==> config.mk <==
export PLATFORM = sky130hd
export DESIGN_NAME = draw_window_flat
export DESIGN_NICKNAME = d
export VERILOG_FILES = /design/src/common/aim_pkg.sv /design/src/common/pix_if.sv /design/src/display/draw_window.sv /design/src/flat_wrapper.sv
export VERILOG_INCLUDE_DIRS = /design/src /design/src/common
export SDC_FILE = /design/constraint.sdc
export NUM_CORES = 1
export LEC_CHECK = 0
export CAP_MARGIN = 20
export CORE_UTILIZATION = 60
export CTS_BUF_LIST = sky130_fd_sc_hd__clkbuf_8
export CTS_CLUSTER_SIZE = 40
export DETAILED_ROUTE_END_ITERATION = 10
export DONT_BUFFER_PORTS = 1
export PLACE_DENSITY = 0.79
export SKIP_CTS_REPAIR_TIMING = 1
export SLEW_MARGIN = 10
export SYNTH_ARGS = -nofsm -noshare
export SYNTH_HDL_FRONTEND = slang
export SYNTH_SLANG_ARGS = --single-unit
==> constraint.sdc <==
create_clock -name clk -period 4.4 [get_ports clk]
set_clock_uncertainty 0.1 [all_clocks]
set_input_delay 0.22 -clock clk [delete_from_list [all_inputs] [get_ports clk]]
set_output_delay 0.22 -clock clk [all_outputs]
set_load 0.01 [all_outputs]
==> src/common/aim_defines.svh <==
`ifndef AIM_DEFINES_SVH
`define AIM_DEFINES_SVH

// Visible area, which is also the frame buffer size.
`define AIM_H_ACTIVE 32
`define AIM_V_ACTIVE 16

// Clocks per line and lines per frame, blanking included.
`define AIM_H_TOTAL 40
`define AIM_V_TOTAL 20

// Sync pulses, first and last counter value.
`define AIM_HS_START 34
`define AIM_HS_END 36
`define AIM_VS_START 17
`define AIM_VS_END 18

// Widths of the pixel and line counters.
`define AIM_X_W 6
`define AIM_Y_W 5

`define AIM_FB_AW 9

// Overlay boxes and border thickness.
`define AIM_N_BOX 2
`define AIM_H_BOX_WIDTH 2
`define AIM_V_BOX_WIDTH 1

`endif

==> src/common/aim_pkg.sv <==
`default_nettype none

`include "aim_defines.svh"

package aim_pkg;

    typedef struct packed {
        logic [4:0] r;
        logic [5:0] g;
        logic [4:0] b;
    } rgb565_t;

    typedef struct packed {
        logic [7:0] r;
        logic [7:0] g;
        logic [7:0] b;
    } rgb888_t;

    // One overlay box, inclusive corners.
    typedef struct packed {
        logic                en;
        logic [`AIM_X_W-1:0] xs;
        logic [`AIM_X_W-1:0] xe;
        logic [`AIM_Y_W-1:0] ys;
        logic [`AIM_Y_W-1:0] ye;
        rgb888_t             color;
    } box_cfg_t;

    typedef enum logic [2:0] {
        REG_XS    = 3'd0,
        REG_YS    = 3'd1,
        REG_XE    = 3'd2,
        REG_YE    = 3'd3,
        REG_COLOR = 3'd4,
        REG_CTRL  = 3'd5
    } box_reg_e;

    typedef enum logic [1:0] {
        CAP_IDLE,
        CAP_HI,
        CAP_LO
    } cap_state_e;

endpackage

`default_nettype wire

==> src/common/pix_if.sv <==
`timescale 1ns/1ps
`default_nettype none

`include "aim_defines.svh"

interface pix_if;
    import aim_pkg::*;

    logic                hsync;
    logic                vsync;
    logic                de;
    logic [`AIM_X_W-1:0] x;
    logic [`AIM_Y_W-1:0] y;
    rgb888_t             pix;

    modport src (
        output hsync,
        output vsync,
        output de,
        output x,
        output y,
        output pix
    );

    modport sink (
        input hsync,
        input vsync,
        input de,
        input x,
        input y,
        input pix
    );

endinterface

`default_nettype wire

==> src/display/draw_window.sv <==
`timescale 1ns/1ps
`default_nettype none

`include "aim_defines.svh"

module draw_window (
    input  wire                                    clk,
    input  wire                                    i_rst,
    input  wire aim_pkg::box_cfg_t [`AIM_N_BOX-1:0] i_boxes,
    pix_if.sink                                    i_pix,
    output logic                                   o_hsync,
    output logic                                   o_vsync,
    output logic                                   o_de,
    output logic [7:0]                             o_r,
    output logic [7:0]                             o_g,
    output logic [7:0]                             o_b
);
    import aim_pkg::*;

    localparam int N_BOX = `AIM_N_BOX;

    logic    hit;
    rgb888_t hit_color;
    rgb888_t out_pix;

    function automatic logic on_border(
        input box_cfg_t            box,
        input logic [`AIM_X_W-1:0] x,
        input logic [`AIM_Y_W-1:0] y
    );
        logic in_x;
        logic in_y;
        logic edge_x;
        logic edge_y;
        in_x   = (x >= box.xs) && (x <= box.xe);
        in_y   = (y >= box.ys) && (y <= box.ye);
        edge_x = ((int'(x) - int'(box.xs)) < `AIM_H_BOX_WIDTH) ||
                 ((int'(box.xe) - int'(x)) < `AIM_H_BOX_WIDTH);
        edge_y = ((int'(y) - int'(box.ys)) < `AIM_V_BOX_WIDTH) ||
                 ((int'(box.ye) - int'(y)) < `AIM_V_BOX_WIDTH);
        return box.en && in_x && in_y && (edge_x || edge_y);
    endfunction

    // Walk from the last box down so box 0 has the final say.
    always_comb begin
        hit       = 1'b0;
        hit_color = '0;
        for (int b = N_BOX - 1; b >= 0; b--) begin
            if (i_pix.de && on_border(i_boxes[b], i_pix.x, i_pix.y)) begin
                hit       = 1'b1;
                hit_color = i_boxes[b].color;
            end
        end
    end

    assign out_pix = hit ? hit_color : i_pix.pix;

    always_ff @(posedge clk) begin
        if (i_rst) begin
            o_hsync <= 1'b0;
            o_vsync <= 1'b0;
            o_de    <= 1'b0;
        end else begin
            o_hsync <= i_pix.hsync;
            o_vsync <= i_pix.vsync;
            o_de    <= i_pix.de;
        end
    end

    always_ff @(posedge clk) begin
        o_r <= out_pix.r;
        o_g <= out_pix.g;
        o_b <= out_pix.b;
    end

endmodule

`default_nettype wire

==> src/flat_wrapper.sv <==
// flat-port wrapper written by rule: the top's interface ports become plain ports
module draw_window_flat import aim_pkg::*;
  (clk, i_rst, i_boxes, o_hsync, o_vsync, o_de, o_r, o_g, o_b, i_pix_hsync, i_pix_vsync, i_pix_de, i_pix_x, i_pix_y, i_pix_pix);
  pix_if i_pix_i ();
  input  wire clk;
  input  wire i_rst;
  input  wire aim_pkg::box_cfg_t [`AIM_N_BOX-1:0] i_boxes;
  output logic o_hsync;
  output logic o_vsync;
  output logic o_de;
  output logic [7:0] o_r;
  output logic [7:0] o_g;
  output logic [7:0] o_b;
  input wire logic [$bits(i_pix_i.hsync)-1:0] i_pix_hsync;
  input wire logic [$bits(i_pix_i.vsync)-1:0] i_pix_vsync;
  input wire logic [$bits(i_pix_i.de)-1:0] i_pix_de;
  input wire logic [$bits(i_pix_i.x)-1:0] i_pix_x;
  input wire logic [$bits(i_pix_i.y)-1:0] i_pix_y;
  input wire logic [$bits(i_pix_i.pix)-1:0] i_pix_pix;
  assign i_pix_i.hsync = i_pix_hsync;
  assign i_pix_i.vsync = i_pix_vsync;
  assign i_pix_i.de = i_pix_de;
  assign i_pix_i.x = i_pix_x;
  assign i_pix_i.y = i_pix_y;
  assign i_pix_i.pix = i_pix_pix;
  draw_window u_core (.clk(clk), .i_rst(i_rst), .i_boxes(i_boxes), .i_pix(i_pix_i), .o_hsync(o_hsync), .o_vsync(o_vsync), .o_de(o_de), .o_r(o_r), .o_g(o_g), .o_b(o_b));
endmodule
== Word-level counts from Yosys, hierarchy flattened ==
Cells that the tools add are included.

* Flip-flop bits (word level): 27
* Input port bits: 134
* Output and inout port bits: 27

* $add $sub $neg: 8
* Magnitude comparators: 16
* Muxes and demuxes: 5
* Reduce and logical (&&, ||, !) cells: 18

{| class="wikitable"
|+ Operators with widths
! cell !! number
|-
| $lt 32x2->1 const B || 4
|-
| $lt 32x3->1 const B || 4
|-
| $mux 24 || 3
|-
| $sub 6x6->7 || 4
|-
| $sub 5x5->6 || 4
|-
| $ge 6x6->1 || 2
|-
| $le 6x6->1 || 2
|-
| $logic_and 1x1->1 || 12
|-
| $ge 5x5->1 || 2
|-
| $le 5x5->1 || 2
|-
| $logic_or 1x1->1 || 6
|-
| $mux 1 || 2
|}

== Depth between registers and ports, before layout ==
Gate-level depths: netlist of run 1.

* Depth in word-level cells: 9
* Mapped depth: 13
* Gate-level depth less buffers: 12

== Least setup slack after synthesis of run 1 ==
OpenSTA, ideal clock, no wires.

* Kind: in2reg
* From: input port i_pix_x[0]
* To: register u_core.o_b[3]
* Setup time: 0.121 ns
* Data arrival time: 2.900 ns
* Data required time: 4.179 ns
* Path slack: 1.279 ns
* Cell stages on the path: 13
* Path buffers: 1
* Path through: inv_1 ha_1 inv_1 fa_1 a21o_1 a21oi_2 mux2_1 a211oi_2 nor4_4 a31oi_4 buf_6 mux2_4 mux2_2

{| class="wikitable"
|+ RTL lines
! item !! line !! text
|-
| from (decl) || flat_wrapper.sv:17 || <nowiki>input wire logic [$bits(i_pix_i.x)-1:0] i_pix_x;</nowiki>
|-
| to (signal assigned) || draw_window.sv:73 || <nowiki>o_b <= out_pix.b;</nowiki>
|-
| to (decl) || draw_window.sv:16 || <nowiki>output logic [7:0] o_b</nowiki>
|}

==> flow_metrics.tcl, run 1 <==
set metrics [dict create \
    status "finished clean" \
    critical_path.max_fanout 24 \
    ys_ff_latch 27 \
    fill_cells 400 \
    htreeDepth 1 \
    drtIter0Drc 48 \
    drt_first_pass_iters 4 \
    syn-num-nets 526 \
    max_slew.worst_pin.slew_ns 0.468 \
    syn_area_per_cell_um2 9.35 \
    antenna_left 0 \
    fin_tns_setup_ns 0 \
    vias 2556 \
    grt_max_degree 25 \
    clockBufferDepth 2 \
    hold_viol 0 \
    hold_start "i_boxes[1]" \
    synthCells 340 \
    synth_edf_count 0 \
    hold_path_class "input pin to flop" \
    dp_hpwl_um 6300 \
    ios 161 \
    initial_utilization_pct 62.2 \
    hold_end "u_core.o_b[1]" \
    cts_tree "done" \
    cts.sinks 27 \
    finalCritPeriodShare_pct 71.5 \
    crit_path_start_kind "input pin" \
    cpPeakStageDelay_ns 0.40 \
    yosysUniqueCellTypes 51 \
    period_needed_ns 3.15 \
    peakVddDrop_mv 0.147 \
    final_layout_size_suffix_gt1_share_pct 17.3 \
    routed_wl_um 7680 \
    diodes 0 \
    grt_overflow 0 \
    ys_top_cells_by_area "ha_1 17%, dfxtp_1 17%, mux2_2 9.9%, mux2_4 9.4%, inv_1 5.5%" \
    crit_chain "inv_1 -> ha_1 -> inv_1 -> fa_1 -> a21o_1 -> a21oi_2 -> mux2_1 -> a211oi_2 -> nor4_4 -> a31oi_4 -> buf_4 -> mux2_2 -> mux2_2" \
    post_drt_wl_per_cell_um 17.5 \
    hold_path_depth 1 \
    yosysSeqAreaShare_pct 17.0 \
    gp_congestion 0.877 \
    synthArstFlopShare_pct 0 \
    rsz0062_at_grt "no" \
    numPortBuffers 0 \
    p_leak_nw 1.61 \
    yosysWarnings 0 \
    grt_pass1_vias 2349 \
    required_ns 4.45 \
    post-route-drc-count 0 \
    ys_top_cells_by_count "47 x inv_1, 44 x ha_1, 28 x mux2_2" \
    grt_pass1_wl_um 10500 \
    finalSetupViolCount 0 \
    slew_viol_final 0 \
    gr-usage-all-layers_pct 24.4 \
    yosysMostFrequentCell "inv_1" \
    antenna_found_initial 0 \
    synthFlopType "dfxtp_1" \
    via_per_inst 5.82 \
    syn_area_um2 3180 \
    clock.fmax_mhz 318 \
    cts_made_buffers 3 \
    core_area_um2 5110 \
    cts_root_buf "clkbuf_8" \
    yosysTopAreaCellShare_pct 17.3 \
    die_width_um 74.8 \
    power_density_nw_per_um2 201 \
    die_h_um 74.8 \
    cp-startpoint "i_pix_x[0]" \
    clkSlewWorstSetupHoldPaths_ns 0.09 \
    drv_cap 0 \
    critPathKind "input pin to flop" \
    rows 26 \
    endpoint_kind "flop" \
    synth.largest_area_cell "ha_1" \
    arrival_ns 3.20 \
    area_growth_pct 12.1 \
    dieArea_um2 5590 \
    finalNonFillerCells 439 \
    worst_path_max_delay_cell "buf_4" \
    max-slew-margin-rel_pct 68.5 \
    nets 556 \
    dpl.cell_count 408 \
]
-- cells in the final DEF, fill, tap and decap left out, drive strengths merged, types with 2 or more instances in the layout --
| master | synthesis | final |
|---|---|---|
| a21o | 10 | 10 |
| nor2 | 21 | 21 |
| nand2 | 7 | 7 |
| nor3 | 4 | 4 |
| o21ai | 11 | 11 |
| a211o | 2 | 2 |
| xor2 | 11 | 11 |
| dlygate4sd3 | 0 | 27 |
| o22ai | 2 | 2 |
| and2 | 2 | 2 |
| nor3b | 2 | 2 |
| a41oi | 3 | 3 |
| a31oi | 3 | 3 |
| dfxtp | 27 | 27 |
| a2111oi | 2 | 2 |
| buf | 4 | 2 |
| inv | 48 | 48 |
| a21oi | 24 | 24 |
| o21a | 3 | 3 |
| nand4b | 2 | 2 |
| mux2 | 49 | 49 |
| nor2b | 4 | 4 |
| clkbuf | 0 | 3 |
| nand2b | 4 | 4 |
| fa | 8 | 8 |
| nand3 | 2 | 2 |
| o31ai | 3 | 3 |
| o21bai | 2 | 2 |
| ha | 44 | 44 |
| a211oi | 7 | 7 |
| o211ai | 2 | 2 |
| nor4 | 2 | 2 |
| nand4 | 7 | 7 |
| xnor2 | 9 | 9 |
-- final cells by class --
class                   count  area [um2]  area share, %
repair buffers             29         285           8.01
well taps                  70        87.6           2.46
flip-flops and latches     27         541           15.2
inverters                  48         180           5.06
clock buffers               3        41.3           1.16
clock inverters             1        7.51          0.211
multi-input cells         261        2420           67.9
-- power breakdown --
group	switching (mW)	internal (mW)
Clock	0.0717	0.0640
Combinational	0.151	0.155
Sequential	0.0161	0.260
-- worst max-delay path: cells and delay by family --
family	cells	cell delay, ns
adders and majority gates	2	0.55
buffers and inverters	3	0.52
and+or+nand+nor	1	0.08
AOI/OAI and AO/OA	4	0.83
muxes	3	0.98
-- how the worst max path moves through the flow --
stage,to,cells past startpoint
after floorplan,u_core.o_b[3],13
final,u_core.o_b[1],13
after CTS,u_core.o_b[1],13
after global placement,u_core.o_b[0],13
after detailed placement,u_core.o_r[7],13
after global routing,u_core.o_b[1],13
-- flip-flops by register name, indices dropped and copies added (netlist names) --
| name | count |
|---|---|
| u_core.o_de | 1 |
| u_core.o_vsync | 1 |
| u_core.o_b | 8 |
| u_core.o_r | 8 |
| u_core.o_hsync | 1 |
| u_core.o_g | 8 |
-- stage by stage --
stage / utilization [%] / cell area (um2) / hold slack, ns / worst slack [ns] / power (mW)
after floorplan: - / 3180 / 0.192 / 1.28 / 0.515
after global placement: 63.5 / 3240 / 0.193 / 1.02 / 0.557
after detailed placement: 63.5 / 3240 / 0.196 / 0.971 / 0.566
after CTS: 64.5 / 3290 / -0.0959 / 1.25 / 0.702
after global routing: 69.8 / 3560 / 0.00452 / 1.08 / 0.775
final: 69.8 / 3560 / 0.0135 / 1.25 / 0.717
-- routing by layer --
layer / up-vias / routed length [um] / track usage, %
met3: 11 / 588 / 5.22
li1: 1287 / - / -
met2: 96 / 3920 / 45.7
met1: 1162 / 3040 / 27.1
met5: - / 0 / 0
met4: 0 / 127 / 8.18
-- logic make-up after synthesis --
| logic type | count (synthesis) | share of synthesized area (%) |
|---|---|---|
| compound gates | 79 | 17.7 |
| xor+xnor | 20 | 5.51 |
| fa+ha+maj | 52 | 22.4 |
| buf+inv | 52 | 6.85 |
| flops | 27 | 17.0 |
| mux | 49 | 19.7 |
| simple gates | 61 | 10.9 |
Power figures use the tool's default switching activity.
==> inputs of run 2 (changes only) <==
- PLACE_DENSITY: 0.79 -> 0.82
- clock period: 4.4 -> 2.8 ns (I/O delays scaled with it)
==> flow_metrics.tcl, run 2 (same netlist as run 1, synthesis figures left out) <==
set metrics [dict create \
    htreeDepth 1 \
    reg_top3 "u_core.o_b (8), u_core.o_g (8), u_core.o_r (8)" \
    final_common_cell "inv_1" \
    slew_viol_final 0 \
    die_width_um 74.8 \
    peakVddDrop_mv 0.183 \
    grt_pass1_wl_um 11200 \
    dp_worst_setup_slack_ns -0.309 \
    post-route-drc-count 1 \
    antenna_found_initial 0 \
    nets 568 \
    max-slew-margin-rel_pct 69.8 \
    critPathKind "input pin to flop" \
    finalCritPeriodShare_pct 97.0 \
    crit_chain "inv_12 -> ha_4 -> inv_2 -> fa_2 -> a21o_1 -> a21oi_2 -> mux2_4 -> a211oi_4 -> nor4_4 -> a31oi_4 -> buf_12 -> buf_12 -> mux2_2 -> mux2_2" \
    gp_congestion 0.890 \
    fin_tns_setup_ns 0 \
    cts_root_buf "clkbuf_8" \
    via_per_inst 5.93 \
    cts_made_buffers 3 \
    endpoint_kind "flop" \
    hold_viol 0 \
    rows 26 \
    rsz0062_at_grt "no" \
    die_h_um 74.8 \
    area_growth_pct 20.4 \
    cpPeakStageDelay_ns 0.34 \
    gr-usage-all-layers_pct 25.9 \
    grt_max_degree 19 \
    drt_first_pass_iters 7 \
    seqCellArea_um2 541 \
    status "complete, but fails checks" \
    clock.fmax_mhz 368 \
    violations "DRC" \
    cts.sinks 27 \
    critical_path.max_fanout 7 \
    dieArea_um2 5590 \
    grt_overflow 0 \
    worst_path_max_delay_cell "fa_2" \
    period_needed_ns 2.71 \
    crit_path_start_kind "input pin" \
    clockBufferDepth 2 \
    multi_input_area_um2 2490 \
    grt_pass1_vias 2591 \
    core_area_um2 5110 \
    final_layout_size_suffix_gt1_share_pct 21.5 \
    post_drt_wl_per_cell_um 19.0 \
    required_ns 2.86 \
    diodes 0 \
    drv_cap 0 \
    crit_buf_inv 4 \
    ios 161 \
    finalSetupViolCount 0 \
    dp_hpwl_um 6640 \
    initial_utilization_pct 62.2 \
    p_leak_nw 1.73 \
    clkSlewWorstSetupHoldPaths_ns 0.10 \
    fill_cells 353 \
    drtIter0Drc 83 \
    power_density_nw_per_um2 309 \
    power_mw 1.18 \
    path_delay_family "multiplexers" \
    antenna_left 0 \
    final_cell_mix "45 x inv_1, 43 x ha_1, 31 x mux2_4" \
    max_slew.worst_pin.slew_ns 0.449 \
    vias 2676 \
    hold_path_class "input pin to flop" \
    setup_slack_ns 0.0852 \
    routed_wl_um 8560 \
    arrival_ns 2.77 \
    cts_tree "done" \
    numPortBuffers 0 \
]
[run 2: cell count changes in the layout (fill, tap and decap cells not counted), moves of 2 or more]
cell / before / now
buf_12: 0 / 4
clkbuf_16: 0 / 2
buf_4: 2 / 7
inv_1: 47 / 45
mux2_2: 28 / 18
mux2_4: 20 / 31
[run 2: worst paths after layout]
check / start / cells past startpoint / slack [ns] / to
max: i_pix_x[0] / 14 / 0.09 / u_core.o_b[2]
min: i_boxes[56] / 2 / 0.03 / u_core.o_g[1]
[run 2: layout make-up]
type	count	share of cell area [%]
Clock buffer	3	1.08
Clock inverter	1	0.196
Inverter	48	5.03
Multi-Input combinational cell	261	65.2
Sequential cell	27	14.1
Tap cell	70	2.29
Timing Repair Buffer	41	12.1
[run 2: layer usage]
metal | GRT usage [%] | share of wire (%)
met2 | 51.2 | 53
met3 | 4.02 | 6.8
met5 | 0 | 0
met1 | 29.3 | 38
met4 | 4.61 | 1.4
[run 2: power breakdown]
group          internal, mW  total [mW]  leakage [nW]  switching (mW)
Sequential            0.408       0.432         0.228          0.0243
Combinational         0.270       0.528          1.48           0.258
Clock                 0.101       0.221        0.0217           0.120
Total                 0.779        1.18          1.73           0.403
[run 2: stage by stage]
step	hold WS, ns	instances	instance area, um2	util (%)
2_1_floorplan	0.112	340	3260	-
3_3_place_gp	0.113	416	3420	66.9
3_5_place_dp	0.115	416	3420	66.9
4_1_cts	-0.167	420	3470	67.9
5_1_grt	0.0192	451	3830	74.9
6_report	0.0266	451	3830	74.9
==> inputs of run 3 (changes only) <==
- CORE_MARGIN: default -> 3
- PLACE_DENSITY: 0.82 -> 0.79
==> flow_metrics.tcl, run 3 (same netlist as run 1, synthesis figures left out) <==
set metrics [dict create \
    status "complete, but fails checks" \
    violations "hold timing" \
    whs_ns -0.0678 \
    cts_made_buffers 3 \
    cts_tree "done" \
    initial_utilization_pct 64.7 \
    power_mw 1.18 \
    die_h_um 78.8 \
    grt_overflow 0 \
    gr-usage-all-layers_pct 23.4 \
    clockBufferDepth 2 \
    cts.sinks 27 \
    nets 566 \
    die_width_um 78.8 \
    use_met2_pct 42.4 \
    gp_congestion 0.876 \
    cts_root_buf "clkbuf_8" \
    final_layout_size_suffix_gt1_share_pct 21.4 \
    finalSetupViolCount 0 \
    critical_path.max_fanout 6 \
    vias 2655 \
    dieArea_um2 6210 \
    grt.busiest_layer "met2" \
    drt_first_pass_iters 4 \
    p_seq_share_pct 36.5 \
    power_density_nw_per_um2 310 \
    finalCritPeriodShare_pct 99.3 \
    slew_viol_final 0 \
    period_needed_ns 2.78 \
    endpoint_kind "flop" \
    clock.fmax_mhz 360 \
    required_ns 2.86 \
    hold_viol 1 \
    peakVddDrop_mv 0.207 \
    met3_usage_pct 6.35 \
    power.switching_mw 0.401 \
    critPathKind "input pin to flop" \
    p_int_mw 0.779 \
    antenna_found_initial 0 \
    switching_share_pct 34.0 \
    arrival_ns 2.84 \
    final_common_cell "inv_1" \
    ios 161 \
    setup_slack_ns 0.0193 \
    diodes 0 \
    crit_path_start_kind "input pin" \
    grt_max_degree 25 \
    drv_cap 0 \
    rsz0062_at_grt "yes" \
    area_growth_pct 19.8 \
    clockPowerShare_pct 19.0 \
    cp-startpoint "i_pix_x[0]" \
    hold_path_class "input pin to flop" \
    core_area_um2 4910 \
    post_drt_wl_per_cell_um 19.4 \
    p_leak_nw 1.72 \
    drtIter0Drc 66 \
    grt_pass1_wl_um 11700 \
    dp_hpwl_um 6780 \
    numPortBuffers 0 \
    reg_top3 "u_core.o_b (8), u_core.o_g (8), u_core.o_r (8)" \
    pwr-share-comb_pct 44.4 \
    dp_worst_setup_slack_ns -0.203 \
    hold_start "i_boxes[17]" \
    max_slew.worst_pin.slew_ns 0.521 \
    clkSlewWorstSetupHoldPaths_ns 0.09 \
    final_cell_mix "45 x inv_1, 43 x ha_1, 33 x mux2_4" \
    utilization_pct 77.6 \
    grt_pass1_vias 2481 \
    antenna_left 0 \
    grt.met1_usage_pct 27.3 \
    rows 25 \
    routed_wl_um 8670 \
    post-route-drc-count 0 \
    max-slew-margin-rel_pct 65.0 \
    via_per_inst 5.95 \
    htreeDepth 1 \
]
==> run 3: cell types whose count changed in the layout (fill, tap and decap cells not counted), sizes merged <==
cell / before / now
buf: 11 / 10
clkinv: 0 / 1
dlygate4sd3: 28 / 27
inv: 48 / 47
==> run 3: worst max-delay path: stages <==
cell	delay, ns
clkinv_16	0.03
ha_4	0.15
inv_2	0.05
fa_2	0.42
a2111oi_2	0.37
o21ai_1	0.19
a211oi_4	0.27
nor4_4	0.06
a31oi_4	0.34
clkbuf_16	0.23
mux2_4	0.31
mux2_2	0.27
==> run 3: path summary, 6_finish.rpt <==
path / end / depth (start not counted)
min: u_core.o_r[1] / 1
max: u_core.o_r[1] / 12
==> run 3: final cells by class <==
| cell class | instances | area [um2] |
|---|---|---|
| Clock inverter | 1 | 7.51 |
| Timing Repair Buffer | 39 | 424 |
| Inverter | 48 | 206 |
| Fill cell | 331 | 1100 |
| Clock buffer | 3 | 41.3 |
| Multi-Input combinational cell | 261 | 2500 |
| Sequential cell | 27 | 541 |
| Tap cell | 67 | 83.8 |
==> run 3: through the flow <==
stage | setup TNS (ns) | std cells | instance area [um2] | hold WS [ns]
final | 0 | 446 | 3810 | -0.0678
after detailed placement | -4.29 | 412 | 3390 | 0.114
after global routing | -0.0518 | 446 | 3810 | -0.0746
after floorplan | -1.63 | 340 | 3260 | 0.112
after global placement | -2.62 | 412 | 3390 | 0.113
after CTS | 0 | 416 | 3440 | -0.170
==> run 3: per-layer routing <==
layer	vias up	wire (um)	share of wire, %
met4	0	142	1.6
li1	1294	-	-
met3	16	794	9.2
met2	117	4380	50
met5	-	0	0
met1	1228	3360	39
==> run 3: power groups by stage <==
stage	combinational [mW]	clock [mW]	sequential [mW]
after floorplan	0.388	0	0.435
after global placement	0.458	0	0.439
after detailed placement	0.474	0	0.440
after CTS	0.477	0.224	0.431
after global routing	0.582	0.240	0.433
final	0.525	0.225	0.431
